**src/hw/mips_ctrl_pkg.sv**
```systemverilog
`default_nettype none

package mips_ctrl_pkg;

    // Opcodes
    localparam logic [5:0] OPC_RTYPE = 6'h00;
    localparam logic [5:0] OPC_ADDI  = 6'h08;
    localparam logic [5:0] OPC_ADDIU = 6'h09;
    localparam logic [5:0] OPC_LB    = 6'h20;
    localparam logic [5:0] OPC_LH    = 6'h21;
    localparam logic [5:0] OPC_LW    = 6'h23;
    localparam logic [5:0] OPC_SB    = 6'h28;
    localparam logic [5:0] OPC_SH    = 6'h29;
    localparam logic [5:0] OPC_SW    = 6'h2b;

    // R-type funct field
    localparam logic [5:0] FUNCT_ADD = 6'h20;
    localparam logic [5:0] FUNCT_SUB = 6'h22;
    localparam logic [5:0] FUNCT_AND = 6'h24;

    typedef struct packed {
        logic [5:0] opcode;
        logic [4:0] rs;
        logic [4:0] rt;
        logic [4:0] rd;
        logic [4:0] shamt;
        logic [5:0] funct;
    } r_fmt_t;

    typedef struct packed {
        logic [5:0]  opcode;
        logic [4:0]  rs;
        logic [4:0]  rt;
        logic [15:0] imm;
    } i_fmt_t;

    // Same IR word, two field layouts
    typedef union packed {
        r_fmt_t r;
        i_fmt_t i;
    } instr_t;

    typedef enum logic [2:0] {
        OP_R_ALU,
        OP_I_ALU,
        OP_LOAD,
        OP_STORE,
        OP_ILLEGAL
    } op_class_t;

    typedef enum logic [2:0] {ALU_ADD, ALU_AND, ALU_SUB} alu_op_t;

    // Load MDR select and store B-to-memory select
    typedef enum logic [1:0] {SZ_WORD, SZ_HALF, SZ_BYTE} mem_size_t;

    typedef enum logic [3:0] {
        ST_RESET,
        ST_INIT_SP,
        ST_FETCH_REQ,
        ST_FETCH_LATCH,
        ST_FETCH_REL,
        ST_DECODE,
        ST_ALU_EXEC,
        ST_ALU_WB,
        ST_ADDR_CALC,
        ST_MEM_REQ,
        ST_MEM_LATCH,
        ST_MEM_REL,
        ST_LOAD_WB,
        ST_EXCEPT
    } state_t;

    typedef enum logic [1:0] {IORD_PC, IORD_ALU_OUT} iord_t;
    typedef enum logic [1:0] {DST_RT, DST_RD, DST_SP} reg_dst_t;
    typedef enum logic [1:0] {WB_ALU_OUT, WB_MDR, WB_STACK_TOP} mem_to_reg_t;
    typedef enum logic {SRCA_PC, SRCA_A} alu_src_a_t;
    typedef enum logic [1:0] {SRCB_B, SRCB_FOUR, SRCB_IMM} alu_src_b_t;
    typedef enum logic [1:0] {PC_ALU, PC_EXC_VECTOR} pc_src_t;
    typedef enum logic [1:0] {EXC_NONE, EXC_NO_OPCODE, EXC_OVERFLOW} exc_cause_t;

endpackage

`default_nettype wire
```
**src/hw/mips_ctrl.sv**
```systemverilog
`timescale 1ns/1ps
`default_nettype none

module mips_ctrl
    import mips_ctrl_pkg::*;
(
    input  logic        clk,
    input  logic        reset,
    input  instr_t      instr,
    input  logic        ov,
    input  logic        mem_ack,
    output logic        mem_req,
    output logic        mem_wr,
    output iord_t       iord,
    output logic        pc_write,
    output logic        ir_write,
    output logic        a_write,
    output logic        b_write,
    output logic        mdr_write,
    output logic        alu_out_write,
    output logic        epc_write,
    output logic        reg_write,
    output reg_dst_t    reg_dst,
    output mem_to_reg_t mem_to_reg,
    output mem_size_t   mdr_sel,
    output mem_size_t   store_sel,
    output alu_src_a_t  alu_src_a,
    output alu_src_b_t  alu_src_b,
    output alu_op_t     alu_op,
    output pc_src_t     pc_src,
    output exc_cause_t  except_cause
);

    op_class_t  op_class;
    alu_op_t    alu_fn;
    mem_size_t  mem_size;
    logic       check_ov;
    state_t     state;
    exc_cause_t exc_cause;

    instr_decode instr_decode_inst (
        .instr    (instr),
        .op_class (op_class),
        .alu_fn   (alu_fn),
        .mem_size (mem_size),
        .check_ov (check_ov)
    );

    exec_sequencer exec_sequencer_inst (
        .clk       (clk),
        .reset     (reset),
        .op_class  (op_class),
        .check_ov  (check_ov),
        .ov        (ov),
        .mem_ack   (mem_ack),
        .state     (state),
        .exc_cause (exc_cause)
    );

    ctrl_word_gen ctrl_word_gen_inst (
        .state         (state),
        .exc_cause     (exc_cause),
        .op_class      (op_class),
        .alu_fn        (alu_fn),
        .mem_size      (mem_size),
        .mem_req       (mem_req),
        .mem_wr        (mem_wr),
        .iord          (iord),
        .pc_write      (pc_write),
        .ir_write      (ir_write),
        .a_write       (a_write),
        .b_write       (b_write),
        .mdr_write     (mdr_write),
        .alu_out_write (alu_out_write),
        .epc_write     (epc_write),
        .reg_write     (reg_write),
        .reg_dst       (reg_dst),
        .mem_to_reg    (mem_to_reg),
        .mdr_sel       (mdr_sel),
        .store_sel     (store_sel),
        .alu_src_a     (alu_src_a),
        .alu_src_b     (alu_src_b),
        .alu_op        (alu_op),
        .pc_src        (pc_src),
        .except_cause  (except_cause)
    );

endmodule

`default_nettype wire

```
**src/hw/ctrl_word_gen.sv**
```systemverilog
`timescale 1ns/1ps
`default_nettype none

module ctrl_word_gen
    import mips_ctrl_pkg::*;
(
    input  state_t      state,
    input  exc_cause_t  exc_cause,
    input  op_class_t   op_class,
    input  alu_op_t     alu_fn,
    input  mem_size_t   mem_size,
    output logic        mem_req,
    output logic        mem_wr,
    output iord_t       iord,
    output logic        pc_write,
    output logic        ir_write,
    output logic        a_write,
    output logic        b_write,
    output logic        mdr_write,
    output logic        alu_out_write,
    output logic        epc_write,
    output logic        reg_write,
    output reg_dst_t    reg_dst,
    output mem_to_reg_t mem_to_reg,
    output mem_size_t   mdr_sel,
    output mem_size_t   store_sel,
    output alu_src_a_t  alu_src_a,
    output alu_src_b_t  alu_src_b,
    output alu_op_t     alu_op,
    output pc_src_t     pc_src,
    output exc_cause_t  except_cause
);

    always_comb begin
        mem_req       = 1'b0;
        mem_wr        = 1'b0;
        iord          = IORD_PC;
        pc_write      = 1'b0;
        ir_write      = 1'b0;
        a_write       = 1'b0;
        b_write       = 1'b0;
        mdr_write     = 1'b0;
        alu_out_write = 1'b0;
        epc_write     = 1'b0;
        reg_write     = 1'b0;
        reg_dst       = DST_RT;
        mem_to_reg    = WB_ALU_OUT;
        mdr_sel       = SZ_WORD;
        store_sel     = SZ_WORD;
        alu_src_a     = SRCA_PC;
        alu_src_b     = SRCB_B;
        alu_op        = ALU_ADD;
        pc_src        = PC_ALU;
        except_cause  = EXC_NONE;

        case (state)
            ST_INIT_SP: begin
                reg_write  = 1'b1;
                reg_dst    = DST_SP;
                mem_to_reg = WB_STACK_TOP;
            end
            ST_FETCH_REQ: begin
                mem_req = 1'b1;
                iord    = IORD_PC;
            end
            // IR takes the word while PC moves to PC + 4
            ST_FETCH_LATCH: begin
                ir_write  = 1'b1;
                pc_write  = 1'b1;
                alu_src_a = SRCA_PC;
                alu_src_b = SRCB_FOUR;
                alu_op    = ALU_ADD;
                pc_src    = PC_ALU;
            end
            ST_DECODE: begin
                a_write = 1'b1;
                b_write = 1'b1;
            end
            ST_ALU_EXEC: begin
                alu_out_write = 1'b1;
                alu_src_a     = SRCA_A;
                alu_op        = alu_fn;
                alu_src_b     = (op_class == OP_R_ALU) ? SRCB_B : SRCB_IMM;
            end
            ST_ALU_WB: begin
                reg_write  = 1'b1;
                reg_dst    = (op_class == OP_R_ALU) ? DST_RD : DST_RT;
                mem_to_reg = WB_ALU_OUT;
            end
            // Base plus offset
            ST_ADDR_CALC: begin
                alu_out_write = 1'b1;
                alu_src_a     = SRCA_A;
                alu_src_b     = SRCB_IMM;
                alu_op        = ALU_ADD;
            end
            ST_MEM_REQ: begin
                mem_req   = 1'b1;
                iord      = IORD_ALU_OUT;
                mem_wr    = (op_class == OP_STORE);
                store_sel = mem_size;
            end
            ST_MEM_LATCH: begin
                mdr_write = (op_class == OP_LOAD);
            end
            ST_LOAD_WB: begin
                reg_write  = 1'b1;
                reg_dst    = DST_RT;
                mem_to_reg = WB_MDR;
                mdr_sel    = mem_size;
            end
            ST_EXCEPT: begin
                epc_write    = 1'b1;
                pc_write     = 1'b1;
                pc_src       = PC_EXC_VECTOR;
                except_cause = exc_cause;
            end
            default: ;
        endcase
    end

endmodule

`default_nettype wire

```
**src/hw/exec_sequencer.sv**
```systemverilog
`timescale 1ns/1ps
`default_nettype none

module exec_sequencer
    import mips_ctrl_pkg::*;
(
    input  logic       clk,
    input  logic       reset,
    input  op_class_t  op_class,
    input  logic       check_ov,
    input  logic       ov,
    input  logic       mem_ack,
    output state_t     state,
    output exc_cause_t exc_cause
);

    state_t     next_state;
    exc_cause_t next_cause;

    always_comb begin
        next_state = state;
        next_cause = exc_cause;

        case (state)
            ST_RESET:   next_state = ST_INIT_SP;
            ST_INIT_SP: next_state = ST_FETCH_REQ;

            // Hold request until memory answers
            ST_FETCH_REQ: begin
                if (mem_ack) begin
                    next_state = ST_FETCH_LATCH;
                end
            end
            ST_FETCH_LATCH: next_state = ST_FETCH_REL;
            ST_FETCH_REL: begin
                if (!mem_ack) begin
                    next_state = ST_DECODE;
                end
            end

            ST_DECODE: begin
                case (op_class)
                    OP_R_ALU, OP_I_ALU: next_state = ST_ALU_EXEC;
                    OP_LOAD, OP_STORE:  next_state = ST_ADDR_CALC;
                    default: begin
                        next_state = ST_EXCEPT;
                        next_cause = EXC_NO_OPCODE;
                    end
                endcase
            end

            // ALU result and its flag are valid in this cycle
            ST_ALU_EXEC: begin
                if (check_ov && ov) begin
                    next_state = ST_EXCEPT;
                    next_cause = EXC_OVERFLOW;
                end else begin
                    next_state = ST_ALU_WB;
                end
            end
            ST_ALU_WB: next_state = ST_FETCH_REQ;

            ST_ADDR_CALC: next_state = ST_MEM_REQ;
            ST_MEM_REQ: begin
                if (mem_ack) begin
                    next_state = ST_MEM_LATCH;
                end
            end
            ST_MEM_LATCH: next_state = ST_MEM_REL;
            ST_MEM_REL: begin
                if (!mem_ack) begin
                    if (op_class == OP_LOAD) begin
                        next_state = ST_LOAD_WB;
                    end else begin
                        next_state = ST_FETCH_REQ;
                    end
                end
            end
            ST_LOAD_WB: next_state = ST_FETCH_REQ;

            ST_EXCEPT: next_state = ST_FETCH_REQ;
            default:   next_state = ST_RESET;
        endcase
    end

    // Held in a quiet state while reset is asserted
    always_ff @(posedge clk) begin
        if (reset) begin
            state     <= ST_RESET;
            exc_cause <= EXC_NONE;
        end else begin
            state     <= next_state;
            exc_cause <= next_cause;
        end
    end

endmodule

`default_nettype wire

```
**src/hw/instr_decode.sv**
```systemverilog
`timescale 1ns/1ps
`default_nettype none

module instr_decode
    import mips_ctrl_pkg::*;
(
    input  instr_t    instr,
    output op_class_t op_class,
    output alu_op_t   alu_fn,
    output mem_size_t mem_size,
    output logic      check_ov
);

    always_comb begin
        op_class = OP_ILLEGAL;
        alu_fn   = ALU_ADD;
        mem_size = SZ_WORD;
        check_ov = 1'b0;

        case (instr.i.opcode)
            OPC_RTYPE: begin
                case (instr.r.funct)
                    FUNCT_ADD: begin
                        op_class = OP_R_ALU;
                        check_ov = 1'b1;
                    end
                    FUNCT_SUB: begin
                        op_class = OP_R_ALU;
                        alu_fn   = ALU_SUB;
                        check_ov = 1'b1;
                    end
                    FUNCT_AND: begin
                        op_class = OP_R_ALU;
                        alu_fn   = ALU_AND;
                    end
                    default: op_class = OP_ILLEGAL;
                endcase
            end
            OPC_ADDI: begin
                op_class = OP_I_ALU;
                check_ov = 1'b1;
            end
            // Unsigned add never traps
            OPC_ADDIU: op_class = OP_I_ALU;
            OPC_LW:    op_class = OP_LOAD;
            OPC_LH: begin
                op_class = OP_LOAD;
                mem_size = SZ_HALF;
            end
            OPC_LB: begin
                op_class = OP_LOAD;
                mem_size = SZ_BYTE;
            end
            OPC_SW:    op_class = OP_STORE;
            OPC_SH: begin
                op_class = OP_STORE;
                mem_size = SZ_HALF;
            end
            OPC_SB: begin
                op_class = OP_STORE;
                mem_size = SZ_BYTE;
            end
            default:   op_class = OP_ILLEGAL;
        endcase
    end

endmodule

`default_nettype wire

```
**config.mk**
```make
export PLATFORM = sky130hd
export DESIGN_NAME = mips_ctrl
export DESIGN_NICKNAME = d
export VERILOG_FILES = /design/src/hw/mips_ctrl_pkg.sv /design/src/hw/mips_ctrl.sv /design/src/hw/ctrl_word_gen.sv /design/src/hw/exec_sequencer.sv /design/src/hw/instr_decode.sv
export SDC_FILE = /design/constraint.sdc
export NUM_CORES = 1
export LEC_CHECK = 0
export BUFFER_PORTS_ARGS = -buffer_cell sky130_fd_sc_hd__buf_2
export CAP_MARGIN = 20
export CORE_ASPECT_RATIO = 0.8
export CORE_MARGIN = 8
export CORE_UTILIZATION = 41
export DETAILED_ROUTE_END_ITERATION = 10
export GPL_TIMING_DRIVEN = 0
export PLACE_DENSITY = 0.78
export SYNTH_ARGS = -nofsm -noshare
export SYNTH_HDL_FRONTEND = slang
export SYNTH_SLANG_ARGS = --single-unit
```
**constraint.sdc**
```tcl
create_clock -name clk -period 1.7 [get_ports clk]
set_input_delay 0.085 -clock clk [delete_from_list [all_inputs] [get_ports clk]]
set_output_delay 0.085 -clock clk [all_outputs]
set_load 0.01 [all_outputs]
```
==> results of run 1 <==
==> metal layers <==
layer  vias to the layer above  wire length, um  GRT usage, %
li1                        554                -             -
met1                       505             1200          16.2
met2                        71             1370          21.9
met3                         6              389          5.20
met4                         0               30          2.29
met5                         -                0             0
==> sequential cells by signal (all words and copies together), names as in the netlist <==
register	count
exec_sequencer_inst.exc_cause	2
exec_sequencer_inst.state	4
==> through the flow <==
step / std cells / hold slack (ps)
after floorplan: 133 / 154
after global placement: 199 / 341
after detailed placement: 199 / 349
after CTS: 202 / 95.7
after global routing: 202 / 108
final: 202 / 110
==> cell usage after synthesis (2+ instances only) <==
library cell,count,area [um^2]
nand3_1,2,10.0
nor3b_1,2,15.0
dfxtp_1,6,120
and2_1,3,18.8
and2b_2,2,17.5
a31oi_1,2,12.5
or3b_1,2,17.5
nand2_1,10,37.5
or2b_2,3,26.3
nor3_1,7,35.0
nor2_1,19,71.3
buf_4,8,60.1
and3_2,2,15.0
o211ai_1,2,15.0
nand2b_1,2,12.5
buf_2,2,10.0
clkbuf_8,4,55.1
inv_1,4,15.0
a21oi_1,6,30.0
nor2b_1,4,25.0
clkbuf_1,2,7.51
o21ai_0,5,25.0
==> critical path, delay by kind of cell (launching register included) <==
family | cells | cell delay [ps]
DFF | 1 | 330
buffers and inverters | 1 | 150
and+or+nand+nor | 4 | 820
==> layout make-up <==
| type | instances | area share [%] |
|---|---|---|
| inverters | 5 | 1.49 |
| repair buffers | 41 | 16.3 |
| flip-flops and latches | 6 | 9.73 |
| plain buffers | 17 | 12.0 |
| well taps | 25 | 2.48 |
| clock buffers | 3 | 1.79 |
| multi-input cells | 105 | 56.2 |
==> worst paths after layout <==
check	cells after the start	start	to	slack [ps]
setup / recovery	5	exec_sequencer_inst.state[2]	alu_op[1]	70
hold / removal	2	reset	exec_sequencer_inst.state[0]	110
hold reg to reg	2	exec_sequencer_inst.exc_cause[0]	exec_sequencer_inst.exc_cause[0]	470
setup reg to reg	5	exec_sequencer_inst.state[1]	exec_sequencer_inst.state[1]	100
==> cell families after synthesis <==
family	count (synthesis)	share of synthesized area [%]
xor+xnor	1	0.927
buf+inv	22	17.2
other cells	1	0.397
simple gates	71	45.8
compound gates	30	22.9
flops	6	12.7
==> layout by cell type (no fill, tap or decap), drive strengths merged, types with 4 or more instances in the layout <==
| cell | netlist | routed |
|---|---|---|
| a21oi | 6 | 6 |
| and2 | 4 | 4 |
| buf | 11 | 53 |
| clkbuf | 6 | 8 |
| dfxtp | 6 | 6 |
| inv | 5 | 5 |
| nand2 | 10 | 10 |
| nor2 | 19 | 19 |
| nor2b | 4 | 4 |
| nor3 | 7 | 7 |
| o21ai | 5 | 5 |
==> report_power, final <==
group | leakage (uW) | total (uW) | internal [uW] | switching (uW)
Sequential | 0.0000498 | 209 | 181 | 28.2
Combinational | 0.000554 | 985 | 427 | 558
Clock | 0.0000138 | 127 | 79.6 | 47.9
Total | 0.000617 | 1320 | 687 | 634
==> repair_timing <==
item / CTS / global route
hold endpoints to repair: 0 / 0
endpoints found under the setup margin: 10 / 14
gates resized for setup: 8 / 11
==> results.md, run 1 <==
- Row count: 15
- Synth warn: 0
- Layout cells sized above 1: 48.6%
- Fin area: 1260 um^2
- WL final: 2.99 mm
- Area Growth Syn to Fin: 33.4%
- Critical path class: reg -> out
- Clock slew at reported path FFs: 40 ps
- Avg WL per Cell: 14.8 um
- Synth Flop Type: dfxtp_1
- 1st-pass router iterations: 4
- Initial Utilization: 43.4%
- Critical Path Max Stage Delay: 330 ps
- Async SR Flop Fraction: 0%
- MaxCap Viol Count: 0
- Max Clock Skew: 4.44 ps
- Post-synth cell types: 54
- Synthesized flop and latch total: 6
- Area of the multi-input gates: 708 um^2
- Port bufs: 41
- Initial antenna violation count: 0
- CTS tree: yes
- Power density cells: 1050 nW/um^2
- Largest net degree at the start of global routing: 11
- CTS Hold Bufs: 0
- CTS root buf: clkbuf_4
- Pre-CTS setup slack: -84.4 ps
- First-pass GRT wire length: 4.72 mm
- ANT cells: 0
- Gpl congestion: 0.931
- CP cell instances: nor2b_2 > and3_2 > nand4_1 > nor3b_1 > buf_2
- Synthesized instance count: 131
- Register area: 123 um^2
- Arrival time at the worst endpoint: 1550 ps
- Via/cell ratio: 5.62
- DRT antenna net count: 0
- Setup ws final: 65.6 ps
- Status: complete, no violations
- Core Area: 2180 um^2
- Number of DRC markers in iteration 0: 80
- Clock latency on the worst-skew pair: 240 ps
- Register area share after synthesis: 12.7%
- Crit-path max FO: 5
- Die ar.: 4110 um^2
- DRC: 0
- DIE HEIGHT: 58.9 um
- Setup crit end kind: output port
- Final Hold Viols: 0
- Syn_area_per_cell: 7.21 um^2
- CTS buffer count: 3
- Worst hold-check path type: in -> reg
- Tmin final: 1630 ps
- Pwr Total: 1320 uW
- Clock buffer depth: 2
- Final Max Tran Viols: 0
- Num ports: 66
- RSZ-0062 raised after global routing: yes
- EDFF count, synth: 0
- Number of clock sinks: 6
- Grt ovf: 0
- Nets@finish: 215
- Total Neg Setup Slack: 0 ps
- Total vias in the final route: 1136
- Worst path required time: 1620 ps
- Post-Route Utilization: 57.9%
- Chip Width: 69.7 um
- GR Util All Layers: 13.3%
- Slowest cell on crit path: dfxtp_1
- Post-DP Area: 1190 um^2
- Max Fclk: 612 MHz
- CTS H-Tree Depth: 1
- Peak VDD IR: 0.000726 V
- Hpwl dp: 2.39 mm
- Final setup violation count: 0
- Number of global-route vias before repair: 1039
- Leakage dissipation: 0.000617 uW
- Postcts setup bufs: 0
- Final period util: 96.1%
- Setup crit start kind: register
- Filler Cells Inserted: 210
- Post-synthesis instance area: 945 um^2
(Power assumes the default switching activity.)
==> inputs of run 2 (changes only) <==
--- a/config.mk
+++ b/config.mk
@@ -5,14 +5,16 @@
 export SDC_FILE = /design/constraint.sdc
 export NUM_CORES = 1
 export LEC_CHECK = 0
+export ABC_AREA = 1
 export BUFFER_PORTS_ARGS = -buffer_cell sky130_fd_sc_hd__buf_2
 export CAP_MARGIN = 20
 export CORE_ASPECT_RATIO = 0.8
 export CORE_MARGIN = 8
-export CORE_UTILIZATION = 41
+export CORE_UTILIZATION = 38
 export DETAILED_ROUTE_END_ITERATION = 10
 export GPL_TIMING_DRIVEN = 0
-export PLACE_DENSITY = 0.78
+export PLACE_DENSITY = 0.77
+export RECOVER_POWER = 50
 export SYNTH_ARGS = -nofsm -noshare
 export SYNTH_HDL_FRONTEND = slang
 export SYNTH_SLANG_ARGS = --single-unit
==> results.md, run 2 <==
- Final Hold Viols: 0
- Gpl congestion: 0.862
- Max Fclk: 634 MHz
- Synth warn: 0
- Worst Hold Launch: reset
- Post_cts resized: 0
- Setup crit start kind: register
- Pre-CTS setup slack: 300 ps
- Area Growth Syn to Fin: 36.6%
- Postcts setup bufs: 0
- Tmin final: 1580 ps
- Max Clock Skew: 2.67 ps
- WL final: 2.58 mm
- Layout cells sized above 1: 37.4%
- Number of DRC markers in iteration 0: 70
- RSZ-0062 raised after global routing: no
- Port bufs: 42
- CTS Hold Bufs: 0
- Number of clock sinks: 6
- Worst path required time: 1620 ps
- Initial antenna violation count: 0
- Final Max Tran Viols: 0
- Reg-to-reg critical path endpoint: exec_sequencer_inst.state[0]
- Setup ws final: 123 ps
- Most flop-heavy register: exec_sequencer_inst.state
- Synth area leaders: dfxtp_1 15%, nand2_1 15%, inv_1 10%
- Num ports: 66
- Critical path class: reg -> out
- Area share of the largest cell type after synthesis: 15.2%
- Peak VDD IR: 0.000299 V
- Worst hold-check path type: in -> reg
- Final period util: 92.8%
- MaxCap Viol Count: 0
- Clock slew at reported path FFs: 50 ps
- Clock buffer depth: 2
- Post-synth top cells: 31 x nand2_1, 22 x inv_1, 21 x nor2_1
- First-pass GRT wire length: 4.09 mm
- GR Util All Layers: 12.9%
- Register area share after synthesis: 15.2%
- M2 GR Usage: 20.7%
- Hold endpoint: exec_sequencer_inst.exc_cause[0]
- WHS Path Cells: 2
- Async SR Flop Fraction: 0%
- CTS tree: yes
- R2R Path Start: exec_sequencer_inst.state[0]
- Synthesized flop and latch total: 6
- CTS H-Tree Depth: 1
- Total Neg Setup Slack: 0 ps
- Largest register FFs: 4
- Worst r2r path cells: 10
- Largest net degree at the start of global routing: 8
- Core Area: 1930 um^2
- CTS buffer count: 3
- Grt ovf: 0
- Total vias in the final route: 1046
- Crit-path max FO: 5
- Met1 Use GR: 15.8%
- Leading cell type by number of instances after synthesis: nand2_1
- Syn_area_per_cell: 5.65 um^2
- Status: complete, no violations
- Die ar.: 3810 um^2
- ANT cells: 0
- 1st-pass router iterations: 4
- Most common cell after layout, fill and taps aside: buf_2
- Clock latency on the worst-skew pair: 240 ps
- CTS root buf: clkbuf_4
- Most frequent cells in the layout: 36 x buf_2, 29 x nand2_1, 22 x inv_1
- R2R Setup Slk: 280 ps
- Post-synth cell types: 25
- Initial Utilization: 41.0%
- Arrival time at the worst endpoint: 1490 ps
- Row count: 14
- DRC: 0
- Avg WL per Cell: 12.2 um
- Yosys top cell by area: dfxtp_1
- Hpwl dp: 2.16 mm
- DRT antenna net count: 0
- Synthesized instance count: 140
- Synth Flop Type: dfxtp_1
- Top flop regs: exec_sequencer_inst.state (4), exec_sequencer_inst.exc_cause (2)
- EDFF count, synth: 0
- Leakage dissipation: 0.000585 uW
- Nets@finish: 225
- Post-synthesis instance area: 791 um^2
- Chip Width: 67 um
- Final setup violation count: 0
- Number of global-route vias before repair: 966
- GRT met3 Usage: 5.15%
- Power density cells: 473 nW/um^2
- Setup crit end kind: output port
- Via/cell ratio: 4.96
- Top Usage Layer GRT: met2
- DIE HEIGHT: 56.8 um
-- run 2: changes by cell type in the layout (fill, tap and decap cells not counted), moves of 4 or more --
cell / change
buf_2: -7
clkbuf_1: +6
clkbuf_8: -4
nor2_4: +4
nand2_1: +19
nand3_1: +10
inv_1: +18
-- run 2: worst max-delay path by stage --
stage,startpoint,to,slack (ps),depth (start not counted)
detailed placement,exec_sequencer_inst.state[1],alu_src_b[1],300,5
finish,exec_sequencer_inst.state[0],mem_wr,120,7
CTS,exec_sequencer_inst.state[0],alu_src_b[1],30,6
global placement,exec_sequencer_inst.state[1],alu_src_b[1],290,5
floorplan,exec_sequencer_inst.state[0],exec_sequencer_inst.state[0],430,10
global route,exec_sequencer_inst.state[0],mem_wr,30,7
-- run 2: worst max-delay path, stage by stage (launching register included) --
cell and delay (ps):
dfxtp_1 390, inv_1 100, nor2_2 120, inv_2 100
nor2_4 120, inv_2 70, nor3b_2 180, buf_2 160
-- run 2: metal layers --
layer	vias to the layer above	wire length (um)	share of wire (%)
li1	534	-	-
met3	0	262	10
met1	458	1090	42
met2	54	1230	48
met5	-	0	0
met4	0	0	0
-- run 2: power by group --
part	leakage, uW	switching, uW	internal (uW)
Combinational	0.000522	135	79.9
Clock	0.0000138	52.7	79.9
Sequential	0.0000494	13.1	151
-- run 2: stage by stage --
| stage | instances | total power (uW) | cell area [um^2] | util, % | hold slack [ps] |
|---|---|---|---|---|---|
| 6_report | 211 | 511 | 1080 | 56.0 | 77.5 |
| 5_1_grt | 211 | 550 | 1080 | 56.0 | 91.9 |
| 4_1_cts | 211 | 506 | 1060 | 55.1 | 68.0 |
| 3_5_place_dp | 208 | 371 | 1040 | 53.9 | 329 |
| 3_3_place_gp | 208 | 365 | 1040 | 53.9 | 321 |
| 2_1_floorplan | 142 | 298 | 798 | - | 154 |
-- run 2: layout make-up --
cell class / instances / area [um^2]
Tap cell: 24 / 30.0
Clock buffer: 3 / 22.5
Sequential cell: 6 / 121
Multi-Input combinational cell: 102 / 546
Inverter: 26 / 97.6
Buffer: 8 / 60.1
Fill cell: 201 / 847
Timing Repair Buffer: 42 / 203
-- run 2: cell families (layout without fill, tap and decap cells) --
family,Yosys count,in the layout,synth area share (%)
buf+inv,34,79,19.9
simple gates,82,82,49.1
other cells,1,3,0.474
compound gates,17,17,15.3
flops,6,6,15.2
